==> src/rtl/riscv_v_pkg.sv <==
// Shared widths, types and OP-V encodings for the vector unit.
// Every RTL module imports this package by wildcard in its header.
`default_nettype none

package riscv_v_pkg;

// Default vector register width in bits
parameter int VLEN = 64;
// Fixed element width
parameter int SEW = 8;

typedef logic [31:0]    riscv_data_t;
typedef logic [31:0]    riscv_instruction_t;
typedef logic [SEW-1:0] riscv_v_elem_t;
typedef logic [4:0]     riscv_instr_rs_t;
typedef logic [4:0]     riscv_instr_rd_t;

// CSR fields
typedef logic [7:0]     riscv_v_vl_t;
typedef logic [7:0]     riscv_v_vstart_t;
typedef logic [1:0]     riscv_v_vxrm_t;
typedef logic [7:0]     riscv_v_vlenb_t;

typedef enum logic [2:0] {
    OP_NONE,
    OP_ADD,
    OP_SUB,
    OP_AND,
    OP_OR,
    OP_XOR,
    OP_MERGE
} riscv_v_op_e;

// Where operand A comes from
typedef enum logic [1:0] {
    SRC_VV,
    SRC_VX,
    SRC_VI
} riscv_v_src_e;

localparam logic [6:0] OPCODE_OPV = 7'b1010111;

// funct3 operand categories
localparam logic [2:0] OPIVV = 3'b000;
localparam logic [2:0] OPIVI = 3'b011;
localparam logic [2:0] OPIVX = 3'b100;

// funct6 values
localparam logic [5:0] F6_VADD   = 6'b000000;
localparam logic [5:0] F6_VSUB   = 6'b000010;
localparam logic [5:0] F6_VAND   = 6'b001001;
localparam logic [5:0] F6_VOR    = 6'b001010;
localparam logic [5:0] F6_VXOR   = 6'b001011;
localparam logic [5:0] F6_VMERGE = 6'b010111;

endpackage

`default_nettype wire

==> src/rtl/riscv_v_exe_if.sv <==
// Decode-to-ALU link. Decode drives operands, control and the CSR view,
// the ALU returns element results and per-element write enables.
`default_nettype none

interface riscv_v_exe_if import riscv_v_pkg::*; #(
    parameter int VLEN = riscv_v_pkg::VLEN
);

localparam int LANES = VLEN / SEW;

logic                valid_exe;
riscv_v_op_e         op_exe;
riscv_v_src_e        src_exe;
logic                use_mask_exe;
logic [VLEN-1:0]     srca_exe;
logic [VLEN-1:0]     srcb_exe;
riscv_data_t         scalar_exe;
riscv_v_elem_t       imm_exe;
logic [LANES-1:0]    mask_exe;
riscv_v_vl_t         vl;
riscv_v_vstart_t     vstart;
// Results back to decode
logic [VLEN-1:0]     result_data_exe;
logic [LANES-1:0]    result_wr_en_exe;

modport decode (
    output valid_exe, op_exe, src_exe, use_mask_exe, srca_exe, srcb_exe,
    output scalar_exe, imm_exe, mask_exe, vl, vstart,
    input  result_data_exe, result_wr_en_exe
);

modport alu (
    input  valid_exe, op_exe, src_exe, use_mask_exe, srca_exe, srcb_exe,
    input  scalar_exe, imm_exe, mask_exe, vl, vstart,
    output result_data_exe, result_wr_en_exe
);

endinterface

`default_nettype wire

==> src/rtl/riscv_v_ctrl.sv <==
// OP-V instruction decoder and the ID-to-EXE control register.
// Hazards turn the EXE slot into a bubble, the host stall freezes it.
`default_nettype none

module riscv_v_ctrl import riscv_v_pkg::*; (
    input  logic                clk,
    input  logic                rst,
    input  logic                instr_valid,
    input  logic                riscv_stall,
    input  logic                hazard,
    input  riscv_instruction_t  instruction_id,
    output logic                stall,
    output riscv_instr_rs_t     vs1_id,
    output riscv_instr_rs_t     vs2_id,
    output riscv_instr_rs_t     vd_id,
    output logic                uses_vs1_id,
    output logic                needs_mask_id,
    riscv_v_exe_if.decode       exe
);

logic [6:0]      opcode_id;
logic [2:0]      funct3_id;
logic [5:0]      funct6_id;
logic            vm_id;
riscv_v_op_e     op_id;
riscv_v_src_e    src_id;
riscv_v_elem_t   imm_id;

assign opcode_id = instruction_id[6:0];
assign vd_id     = instruction_id[11:7];
assign funct3_id = instruction_id[14:12];
assign vs1_id    = instruction_id[19:15];
assign vs2_id    = instruction_id[24:20];
assign vm_id     = instruction_id[25];
assign funct6_id = instruction_id[31:26];

// simm5 shares the vs1 field
assign imm_id = {{(SEW-5){instruction_id[19]}}, instruction_id[19:15]};

always_comb begin
    op_id = OP_NONE;
    case (funct3_id)
        OPIVX:   src_id = SRC_VX;
        OPIVI:   src_id = SRC_VI;
        default: src_id = SRC_VV;
    endcase
    if (opcode_id == OPCODE_OPV &&
        (funct3_id == OPIVV || funct3_id == OPIVX || funct3_id == OPIVI)) begin
        case (funct6_id)
            F6_VADD:   op_id = OP_ADD;
            F6_VSUB:   op_id = OP_SUB;
            F6_VAND:   op_id = OP_AND;
            F6_VOR:    op_id = OP_OR;
            F6_VXOR:   op_id = OP_XOR;
            F6_VMERGE: op_id = OP_MERGE;
            default:   op_id = OP_NONE;
        endcase
    end
end

assign uses_vs1_id   = (op_id != OP_NONE) && (src_id == SRC_VV);
assign needs_mask_id = (op_id != OP_NONE) && !vm_id;
assign stall         = riscv_stall | hazard;

always_ff @(posedge clk) begin
    if (rst) begin
        exe.valid_exe <= 1'b0;
        exe.op_exe    <= OP_NONE;
    end else if (!riscv_stall) begin
        // Unknown words and hazards enter EXE as bubbles
        exe.valid_exe <= instr_valid && !hazard && (op_id != OP_NONE);
        exe.op_exe    <= op_id;
    end
end

always_ff @(posedge clk) begin
    if (!riscv_stall) begin
        exe.src_exe      <= src_id;
        exe.use_mask_exe <= !vm_id;
        exe.imm_exe      <= imm_id;
    end
end

// A stalled instruction stays on the port until it is accepted
a_hold_stalled: assert property (@(posedge clk) disable iff (rst)
    instr_valid && stall |=> instr_valid && $stable(instruction_id));

endmodule

`default_nettype wire

==> src/rtl/riscv_v_csr.sv <==
// Vector CSRs vl, vstart and vxrm with an external write port.
// vlenb is a constant derived from the register width.
`default_nettype none

module riscv_v_csr import riscv_v_pkg::*; #(
    parameter int VLEN = riscv_v_pkg::VLEN
) (
    input  logic              clk,
    input  logic              rst,
    input  riscv_data_t       ext_data_in,
    input  logic              ext_wr_vl,
    input  logic              ext_wr_vstart,
    input  logic              ext_wr_vxrm,
    output riscv_v_vl_t       vl,
    output riscv_v_vstart_t   vstart,
    output riscv_v_vxrm_t     vxrm,
    output riscv_v_vlenb_t    vlenb
);

// Element count of one register at the fixed SEW
localparam riscv_v_vl_t VLMAX = riscv_v_vl_t'(VLEN / SEW);

riscv_v_vl_t   vl_wr;

// Truncate to the field first, then clamp to the lane count
assign vl_wr = riscv_v_vl_t'(ext_data_in);

always_ff @(posedge clk) begin
    if (rst) begin
        vl     <= '0;
        vstart <= '0;
        vxrm   <= '0;
    end else begin
        if (ext_wr_vl) begin
            vl <= (vl_wr > VLMAX) ? VLMAX : vl_wr;
        end
        if (ext_wr_vstart) begin
            vstart <= riscv_v_vstart_t'(ext_data_in);
        end
        if (ext_wr_vxrm) begin
            vxrm <= riscv_v_vxrm_t'(ext_data_in);
        end
    end
end

assign vlenb = riscv_v_vlenb_t'(VLEN / 8);

endmodule

`default_nettype wire

==> src/rtl/riscv_v_rf.sv <==
// 32-entry vector register file. Reads are asynchronous, writes are
// element-granular. v0 is also read out as the per-element mask.
`default_nettype none

module riscv_v_rf import riscv_v_pkg::*; #(
    parameter int VLEN = riscv_v_pkg::VLEN
) (
    input  logic                   clk,
    input  riscv_instr_rs_t        rd_addr_a,
    input  riscv_instr_rs_t        rd_addr_b,
    input  riscv_instr_rs_t        wr_addr,
    input  riscv_instr_rs_t        syn_addr,
    input  logic [VLEN/SEW-1:0]    wr_en,
    input  logic [VLEN-1:0]        data_in,
    output logic [VLEN-1:0]        data_out_a,
    output logic [VLEN-1:0]        data_out_b,
    output logic [VLEN/SEW-1:0]    mask,
    output logic [VLEN-1:0]        syn_data
);

localparam int LANES = VLEN / SEW;
localparam int NREGS = 32;

logic [VLEN-1:0] regs [NREGS];

// Only enabled elements change
always_ff @(posedge clk) begin
    for (int i = 0; i < LANES; i++) begin
        if (wr_en[i]) begin
            regs[wr_addr][i*SEW +: SEW] <= data_in[i*SEW +: SEW];
        end
    end
end

assign data_out_a = regs[rd_addr_a];
assign data_out_b = regs[rd_addr_b];

// Mask bit i is bit i of v0
assign mask = regs[0][LANES-1:0];

// Debug port for inspection of architectural state
assign syn_data = regs[syn_addr];

endmodule

`default_nettype wire

==> src/rtl/riscv_v_rf_ctrl.sv <==
// Operand registers into EXE, the EXE/MEM/WB write pipeline and RAW
// hazard detection against every in-flight destination.
`default_nettype none

module riscv_v_rf_ctrl import riscv_v_pkg::*; #(
    parameter int VLEN = riscv_v_pkg::VLEN
) (
    input  logic                   clk,
    input  logic                   rst,
    input  logic                   stall,
    input  logic                   exe_valid,
    input  riscv_instr_rs_t        vs1_id,
    input  riscv_instr_rs_t        vs2_id,
    input  riscv_instr_rs_t        vd_id,
    input  logic                   uses_vs1_id,
    input  logic                   needs_mask_id,
    input  logic [VLEN-1:0]        rf_rd_data_srca_id,
    input  logic [VLEN-1:0]        rf_rd_data_srcb_id,
    input  logic [VLEN/SEW-1:0]    mask_id,
    input  riscv_data_t            int_rf_rd_data_id,
    riscv_v_exe_if.decode          exe,
    output riscv_instr_rd_t        rf_wr_addr_wb,
    output logic [VLEN/SEW-1:0]    rf_wr_en_wb,
    output logic [VLEN-1:0]        rf_wr_data_wb,
    output logic                   hazard
);

localparam int LANES = VLEN / SEW;

riscv_instr_rd_t    vd_exe;
riscv_instr_rd_t    vd_mem;
logic               valid_mem;
logic               valid_wb;
logic [LANES-1:0]   wr_en_mem;
logic [VLEN-1:0]    wr_data_mem;

always_ff @(posedge clk) begin
    if (rst) begin
        valid_mem   <= 1'b0;
        valid_wb    <= 1'b0;
        wr_en_mem   <= '0;
        rf_wr_en_wb <= '0;
    end else if (!stall) begin
        valid_mem   <= exe_valid;
        wr_en_mem   <= exe.result_wr_en_exe;
        valid_wb    <= valid_mem;
        rf_wr_en_wb <= wr_en_mem;
    end
end

always_ff @(posedge clk) begin
    if (!stall) begin
        exe.srca_exe   <= rf_rd_data_srca_id;
        exe.srcb_exe   <= rf_rd_data_srcb_id;
        exe.scalar_exe <= int_rf_rd_data_id;
        exe.mask_exe   <= mask_id;
        vd_exe         <= vd_id;
        vd_mem         <= vd_exe;
        rf_wr_addr_wb  <= vd_mem;
        wr_data_mem    <= exe.result_data_exe;
        rf_wr_data_wb  <= wr_data_mem;
    end
end

// True when a valid older instruction will still write addr
function automatic logic in_flight(input riscv_instr_rs_t addr);
    return (exe_valid && vd_exe == addr) ||
           (valid_mem && vd_mem == addr) ||
           (valid_wb && rf_wr_addr_wb == addr);
endfunction

always_comb begin
    hazard = (uses_vs1_id && in_flight(vs1_id)) ||
             in_flight(vs2_id) ||
             (needs_mask_id && in_flight(5'd0));
end

a_wb_en_valid: assert property (@(posedge clk) disable iff (rst)
    |rf_wr_en_wb |-> valid_wb);

endmodule

`default_nettype wire

==> src/rtl/riscv_v_decode.sv <==
// Vector decode stage. Joins the instruction decoder, the CSRs, the
// operand and write pipeline and the register file, and presents the
// EXE operands to the ALU through the exe interface.
`default_nettype none

module riscv_v_decode import riscv_v_pkg::*; #(
    parameter int VLEN = riscv_v_pkg::VLEN
) (
    input  logic                clk,
    input  logic                rst,
    input  logic                instr_valid,
    input  logic                riscv_stall,
    input  riscv_instruction_t  instruction_id,
    input  riscv_data_t         int_rf_rd_data_id,
    input  riscv_data_t         ext_data_in,
    input  logic                ext_wr_vl,
    input  logic                ext_wr_vstart,
    input  logic                ext_wr_vxrm,
    output logic                riscv_v_stall,
    output riscv_v_vl_t         vl,
    output riscv_v_vstart_t     vstart,
    output riscv_v_vxrm_t       vxrm,
    output riscv_v_vlenb_t      vlenb,
    input  riscv_instr_rs_t     syn_addr,
    output logic [VLEN-1:0]     syn_data,
    riscv_v_exe_if.decode       exe
);

localparam int LANES = VLEN / SEW;

logic               stall;
logic               hazard;
riscv_instr_rs_t    vs1_id;
riscv_instr_rs_t    vs2_id;
riscv_instr_rs_t    vd_id;
logic               uses_vs1_id;
logic               needs_mask_id;
logic [VLEN-1:0]    rf_rd_data_srca_id;
logic [VLEN-1:0]    rf_rd_data_srcb_id;
logic [LANES-1:0]   mask_id;
riscv_instr_rd_t    rf_wr_addr_wb;
logic [LANES-1:0]   rf_wr_en_wb;
logic [VLEN-1:0]    rf_wr_data_wb;

assign riscv_v_stall = stall;
assign exe.vl        = vl;
assign exe.vstart    = vstart;

riscv_v_ctrl v_ctrl (
    .clk(clk),
    .rst(rst),
    .instr_valid(instr_valid),
    .riscv_stall(riscv_stall),
    .hazard(hazard),
    .instruction_id(instruction_id),
    .stall(stall),
    .vs1_id(vs1_id),
    .vs2_id(vs2_id),
    .vd_id(vd_id),
    .uses_vs1_id(uses_vs1_id),
    .needs_mask_id(needs_mask_id),
    .exe(exe)
);

riscv_v_csr #(.VLEN(VLEN)) v_csr (
    .clk(clk),
    .rst(rst),
    .ext_data_in(ext_data_in),
    .ext_wr_vl(ext_wr_vl),
    .ext_wr_vstart(ext_wr_vstart),
    .ext_wr_vxrm(ext_wr_vxrm),
    .vl(vl),
    .vstart(vstart),
    .vxrm(vxrm),
    .vlenb(vlenb)
);

// Back stages hold only on the host stall, so an older write can retire
// while a hazard keeps the younger instruction in ID
riscv_v_rf_ctrl #(.VLEN(VLEN)) v_rf_ctrl (
    .clk(clk),
    .rst(rst),
    .stall(riscv_stall),
    .exe_valid(exe.valid_exe),
    .vs1_id(vs1_id),
    .vs2_id(vs2_id),
    .vd_id(vd_id),
    .uses_vs1_id(uses_vs1_id),
    .needs_mask_id(needs_mask_id),
    .rf_rd_data_srca_id(rf_rd_data_srca_id),
    .rf_rd_data_srcb_id(rf_rd_data_srcb_id),
    .mask_id(mask_id),
    .int_rf_rd_data_id(int_rf_rd_data_id),
    .exe(exe),
    .rf_wr_addr_wb(rf_wr_addr_wb),
    .rf_wr_en_wb(rf_wr_en_wb),
    .rf_wr_data_wb(rf_wr_data_wb),
    .hazard(hazard)
);

riscv_v_rf #(.VLEN(VLEN)) v_rf (
    .clk(clk),
    .rd_addr_a(vs1_id),
    .rd_addr_b(vs2_id),
    .wr_addr(rf_wr_addr_wb),
    .syn_addr(syn_addr),
    .wr_en(rf_wr_en_wb),
    .data_in(rf_wr_data_wb),
    .data_out_a(rf_rd_data_srca_id),
    .data_out_b(rf_rd_data_srcb_id),
    .mask(mask_id),
    .syn_data(syn_data)
);

endmodule

`default_nettype wire

==> src/rtl/riscv_v_alu.sv <==
// Lane ALU in EXE. Each lane computes vs2 op A and decides whether its
// element is written, from the body limits and the v0 mask.
`default_nettype none

module riscv_v_alu import riscv_v_pkg::*; #(
    parameter int VLEN = riscv_v_pkg::VLEN
) (
    riscv_v_exe_if.alu exe
);

localparam int LANES = VLEN / SEW;

for (genvar i = 0; i < LANES; i++) begin : g_lane
    riscv_v_elem_t  opa;
    riscv_v_elem_t  opb;
    riscv_v_elem_t  res;
    logic           in_body;
    logic           active;

    assign opb = exe.srcb_exe[i*SEW +: SEW];

    // Operand A by instruction form
    always_comb begin
        case (exe.src_exe)
            SRC_VX:  opa = exe.scalar_exe[SEW-1:0];
            SRC_VI:  opa = exe.imm_exe;
            default: opa = exe.srca_exe[i*SEW +: SEW];
        endcase
    end

    always_comb begin
        case (exe.op_exe)
            OP_ADD:   res = opb + opa;
            OP_SUB:   res = opb - opa;
            OP_AND:   res = opb & opa;
            OP_OR:    res = opb | opa;
            OP_XOR:   res = opb ^ opa;
            // vm=1 is vmv, which takes A everywhere
            OP_MERGE: res = (exe.use_mask_exe && !exe.mask_exe[i]) ? opb : opa;
            default:  res = opb;
        endcase
    end

    assign in_body = (i >= int'(exe.vstart)) && (i < int'(exe.vl));

    // Merge writes the whole body, other ops skip masked-off elements
    assign active = !exe.use_mask_exe || exe.mask_exe[i] || (exe.op_exe == OP_MERGE);

    assign exe.result_data_exe[i*SEW +: SEW] = res;
    assign exe.result_wr_en_exe[i]          = exe.valid_exe && in_body && active;
end

endmodule

`default_nettype wire

==> src/rtl/riscv_v_core.sv <==
// Top level of the vector unit. Decode and the lane ALU meet through
// the exe interface; the host sees plain ports only.
`default_nettype none

module riscv_v_core import riscv_v_pkg::*; #(
    parameter int VLEN = riscv_v_pkg::VLEN
) (
    input  logic                clk,
    input  logic                rst,
    input  logic                instr_valid,
    input  logic                riscv_stall,
    input  riscv_instruction_t  instruction_id,
    input  riscv_data_t         int_rf_rd_data_id,
    input  riscv_data_t         ext_data_in,
    input  logic                ext_wr_vl,
    input  logic                ext_wr_vstart,
    input  logic                ext_wr_vxrm,
    output logic                riscv_v_stall,
    output riscv_v_vl_t         vl,
    output riscv_v_vstart_t     vstart,
    output riscv_v_vxrm_t       vxrm,
    output riscv_v_vlenb_t      vlenb,
    input  riscv_instr_rs_t     syn_addr,
    output logic [VLEN-1:0]     syn_data
);

riscv_v_exe_if #(.VLEN(VLEN)) exe_if ();

riscv_v_decode #(.VLEN(VLEN)) v_decode (
    .clk(clk),
    .rst(rst),
    .instr_valid(instr_valid),
    .riscv_stall(riscv_stall),
    .instruction_id(instruction_id),
    .int_rf_rd_data_id(int_rf_rd_data_id),
    .ext_data_in(ext_data_in),
    .ext_wr_vl(ext_wr_vl),
    .ext_wr_vstart(ext_wr_vstart),
    .ext_wr_vxrm(ext_wr_vxrm),
    .riscv_v_stall(riscv_v_stall),
    .vl(vl),
    .vstart(vstart),
    .vxrm(vxrm),
    .vlenb(vlenb),
    .syn_addr(syn_addr),
    .syn_data(syn_data),
    .exe(exe_if.decode)
);

riscv_v_alu #(.VLEN(VLEN)) v_alu (
    .exe(exe_if.alu)
);

endmodule

`default_nettype wire

==> config.mk <==
export PLATFORM = sky130hd
export DESIGN_NAME = riscv_v_core
export DESIGN_NICKNAME = d
export VERILOG_FILES = /design/src/rtl/riscv_v_pkg.sv /design/src/rtl/riscv_v_exe_if.sv /design/src/rtl/riscv_v_ctrl.sv /design/src/rtl/riscv_v_csr.sv /design/src/rtl/riscv_v_rf.sv /design/src/rtl/riscv_v_rf_ctrl.sv /design/src/rtl/riscv_v_decode.sv /design/src/rtl/riscv_v_alu.sv /design/src/rtl/riscv_v_core.sv
export SDC_FILE = /design/constraint.sdc
export NUM_CORES = 2
export LEC_CHECK = 0
export BUFFER_PORTS_ARGS = -buffer_cell sky130_fd_sc_hd__buf_2
export CORE_UTILIZATION = 30
export CTS_CLUSTER_DIAMETER = 150
export DETAILED_ROUTE_END_ITERATION = 12
export PLACE_DENSITY = 0.42
export SYNTH_ARGS = -nofsm -noshare
export SYNTH_HDL_FRONTEND = slang
export SYNTH_SLANG_ARGS = --single-unit
==> constraint.sdc <==
create_clock -name clk -period 11.9 [get_ports clk]
set_clock_uncertainty 0.05 [all_clocks]
set_input_delay 2.38 -clock clk [delete_from_list [all_inputs] [get_ports clk]]
set_output_delay 2.38 -clock clk [all_outputs]
set_load 0.02 [all_outputs]
==> impl_summary.txt <==
----------------------------------------------------
[Clock tree]
  Number of buffers on the longest clock path ... 4
  Clock insertion delay at the later pin of the skew report ... approximately 0.96 ns
  Clock net sink count ... 2383
  Clock slew seen by the registers of the worst setup and hold paths ... 0.06 ns
  Root buffer selected by CTS ... clkbuf_16
  Setup Fix Bufs, Post-CTS ... 0
  Cts repair resizes ... 0
  TritonCTS buffer count ... 296
  TritonCTS clock tree ... built
  Hold-fix buffers, CTS ... 0
  H-tree levels ... 5

[Power]
  Post-layout total power ... between 20 and 25 mW
  Reported leakage power ... 45.9 nW
  Power density cells ... 145 mW/mm2
  IR Drop Worst-Case VDD ... 0.108 mV

[Worst setup path]
  Critical path startpoint category ... primary input
  Worst-path fanout max ... 55
  Crit Path Class ... primary input to output pin
  Combined buffer and inverter count along the critical path ... 4
  Required @ worst endpoint ... ~9.5 ns
  Largest stage delay on the critical path ... 0.57 ns
  Worst path top cell family by delay ... buffers and inverters
  Signal arrival time at the worst endpoint ... 5.62 ns
  Cell Chain, Critical Path ... buf_8 -> buf_12 -> buf_4 -> mux4_2 -> mux4_2 -> mux2_2 -> buf_2
  Critical Path Sink Type ... output pin
  Cell with the largest stage delay on the worst path ... mux4_2
  Most repeated library cell on the critical path ... mux4_2

[Die]
  Core area ... 0.432 mm2
  Initial core utilization ... 30.2%
  DIE HEIGHT ... 662 um
  Die Wd ... approximately 660 um
  Number of placement rows ... 241
  DIE AREA ... 0.438 mm2
  Top-Level Pins ... approximately 200

[Synthesis]
  Post-synthesis instance area ... 0.131 mm2
  Compound-gate portion of the synthesized area ... 2.70%
  Main combinational cell family by area after synthesis ... multiplexers
  Largest cells by area after synthesis ... edfxtp_1, mux4_2, ha_1, mux2_2, and2_1
  Number of distinct library cells after synthesis ... 73
  Number of warnings reported in the yosys synthesis log ... 0
  Post-synthesis average cell area ... roughly 19 um2
  Gate count of the mapped netlist ... approximately 6800
  Most instantiated cells after synthesis ... edfxtp_1, mux4_2, clkbuf_1, and2_1, mux2_2
  Mux cell area share after synthesis ... 35.0%
  Top_reg_cell synth ... edfxtp_1
  Most instantiated library cell after synthesis ... edfxtp_1
  Adder-cell area share of the yosys netlist ... 1.93%
  Fraction of synthesized cell area in xor and xnor cells ... 0.851%
  Area share of and/or/nand/nor cells after synthesis ... 2.73%
  Register area share after synthesis ... between 50 and 60%
  Register bit count reported by yosys ... 2383
  Share of the synthesized area in the top cell type ... a little over half
  Most area-hungry cell type in the Yosys netlist ... edfxtp_1
  FFs w/ async S/R, synth ... 0%
  Number of enable flip-flop cells after synthesis ... 2343

[Drt]
  Total via count in the routed design ... 75700
  Mean routed wirelength per cell ... 38.8 um
  Detailed router's first-iteration violation count ... between 9000 and 10000
  Final antenna-violating net count ... 1
  Aggregate routed wire length ... 498 mm
  DRC Markers ... 0
  Iteration count of the initial detailed-routing pass ... 5
  Via density ... 5.90

[Global route]
  Antenna violations before repair ... 54
  Wire length of the first global-routing pass ... approximately 670 mm
  Vias in the first global route ... between 70000 and 80000
  Largest net degree at the start of global routing ... 114
  Total routing usage reported by global routing ... 22.4%
  Total grt overflow ... 0

[Final layout]
  Synthesis-to-finish area growth ... 12.9%
  Nets ... 7113
  Share of post-route cells with drive strength above 1 ... between 40% and 50%
  Number of non-filler instances in the completed layout ... 12800
  Cell area after layout ... 0.148 mm2
  Fill count ... 40300

[Outcome]
  Run status ... finished with violations
  Violated checks ... antenna violations

[Timing]
  Headroom to the max-slew limit ... 15.3%
  Final critical-path share of the clock period ... 67.7%
  Transition time at the pin with the least slew margin ... 1.27 ns
  Final total negative setup slack ... 0 ns
  Final hold violation count ... 0
  Pins Over Slew Limit ... 0
  Fmax ... 0.124 GHz
  Setup repair after global routing missed its margin ... no
  Final number of setup-violating endpoints ... 0
  Worst Slack Setup Final ... 3.85 ns
  Min cycle time layout ... 8.05 ns

[Hold path]
  Class of the most critical hold timing path ... flip-flop to flip-flop

[Placed design]
  Count of buffers inserted at the top-level ports ... 142
  Placed cell areas ... around 0.14 mm2
  Post-Place Worst Slack ... 3.73 ns
  Weighted congestion at the end of routability-driven global placement ... 0.813
  Post-DP HPWL ... 298 mm
  Placed Cells ... ~12000

[Run]
  Max-cap violation count ... 0

----------------------------------------------------
-- per-stage QoR --
step	util (%)	hold WS (ns)
after floorplan	-	0.350
after global placement	31.9	0.357
after detailed placement	31.9	0.355
after CTS	34.1	0.338
after global routing	34.1	0.348
final	34.2	0.344
-- kinds of logic after synthesis --
| kind of cell | Yosys count |
|---|---|
| compound gates | 549 |
| xor+xnor | 127 |
| fa+ha+maj | 197 |
| buf+inv | 740 |
| flops | 2383 |
| mux | 2145 |
| other cells | 2 |
| simple gates | 679 |
-- where the power goes --
part / internal, mW / total (mW) / switching [mW]
sequential: 9.35 / 9.55 / 0.198
combinational: 1.16 / 2.66 / 1.50
clock: 5.33 / 9.17 / 3.84
-- layout by cell type (no fill, tap or decap), types with 15 or more instances in the layout --
| master | instances |
|---|---|
| and2_1 | 269 |
| buf_4 | 92 |
| xnor2_1 | 87 |
| mux4_2 | 1920 |
| buf_12 | 28 |
| a31oi_1 | 15 |
| o21a_1 | 41 |
| clkbuf_1 | 45 |
| nor2b_1 | 20 |
| a22oi_1 | 27 |
| a21oi_1 | 138 |
| bufinv_16 | 31 |
| diode_2 | 74 |
| clkinv_2 | 53 |
| clkinv_1 | 57 |
| nor2_1 | 140 |
| edfxtp_1 | 2343 |
| nand2b_1 | 26 |
| o22ai_1 | 33 |
| mux2_2 | 192 |
| nor3_1 | 23 |
| o221ai_1 | 31 |
| clkbuf_16 | 299 |
| dfxtp_1 | 37 |
| buf_2 | 127 |
| ha_1 | 188 |
| o21ai_0 | 132 |
| nand2_1 | 83 |
| inv_1 | 152 |
| nand3_1 | 32 |
| xor2_1 | 40 |
| nor2_4 | 34 |
| mux2i_1 | 33 |
-- worst paths after layout --
kind	end	start	slack [ns]	cells after the start
worst min register to register	v_decode.v_rf_ctrl.rf_wr_data_wb[27]$_DFFE_PN_	v_decode.v_rf_ctrl.wr_data_mem[27]$_DFFE_PN_	0.34	0
worst max register to register	v_decode.v_rf_ctrl.wr_data_mem[7]$_DFFE_PN_	v_decode.v_ctrl.exe.src_exe[1]$_DFFE_PN_	6.74	17
worst min-delay path	v_decode.v_rf_ctrl.rf_wr_data_wb[27]$_DFFE_PN_	v_decode.v_rf_ctrl.wr_data_mem[27]$_DFFE_PN_	0.34	0
worst max-delay path	syn_data[26]	syn_addr[0]	3.85	7
-- layout make-up --
type / instances / area [um2] / area share [%]
flip-flops and latches: 2383 / 71200 / 48.2
multi-input cells: 3705 / 56800 / 38.5
clock buffers: 350 / 7730 / 5.24
well taps: 5710 / 7140 / 4.84
repair buffers: 262 / 2100 / 1.42
clock inverters: 179 / 1820 / 1.23
inverters: 160 / 608 / 0.412
diodes: 74 / 185 / 0.125
-- routing by layer --
layer	share of wire, %	routed length [um]	global-route usage [%]
met1	42	208000	30.6
met2	48	240000	36.7
met3	7.3	36500	4.58
met4	2.5	12500	5.51
met5	0.0026	13	0
-- sequential cells by signal, indices dropped and copies added (netlist names), 64 cells and up --
name,cells
v_decode.v_rf.regs,2048
v_decode.v_rf_ctrl.exe.srca_exe,64
v_decode.v_rf_ctrl.exe.srcb_exe,64
v_decode.v_rf_ctrl.rf_wr_data_wb,64
v_decode.v_rf_ctrl.wr_data_mem,64
(Power assumes the default switching activity.)
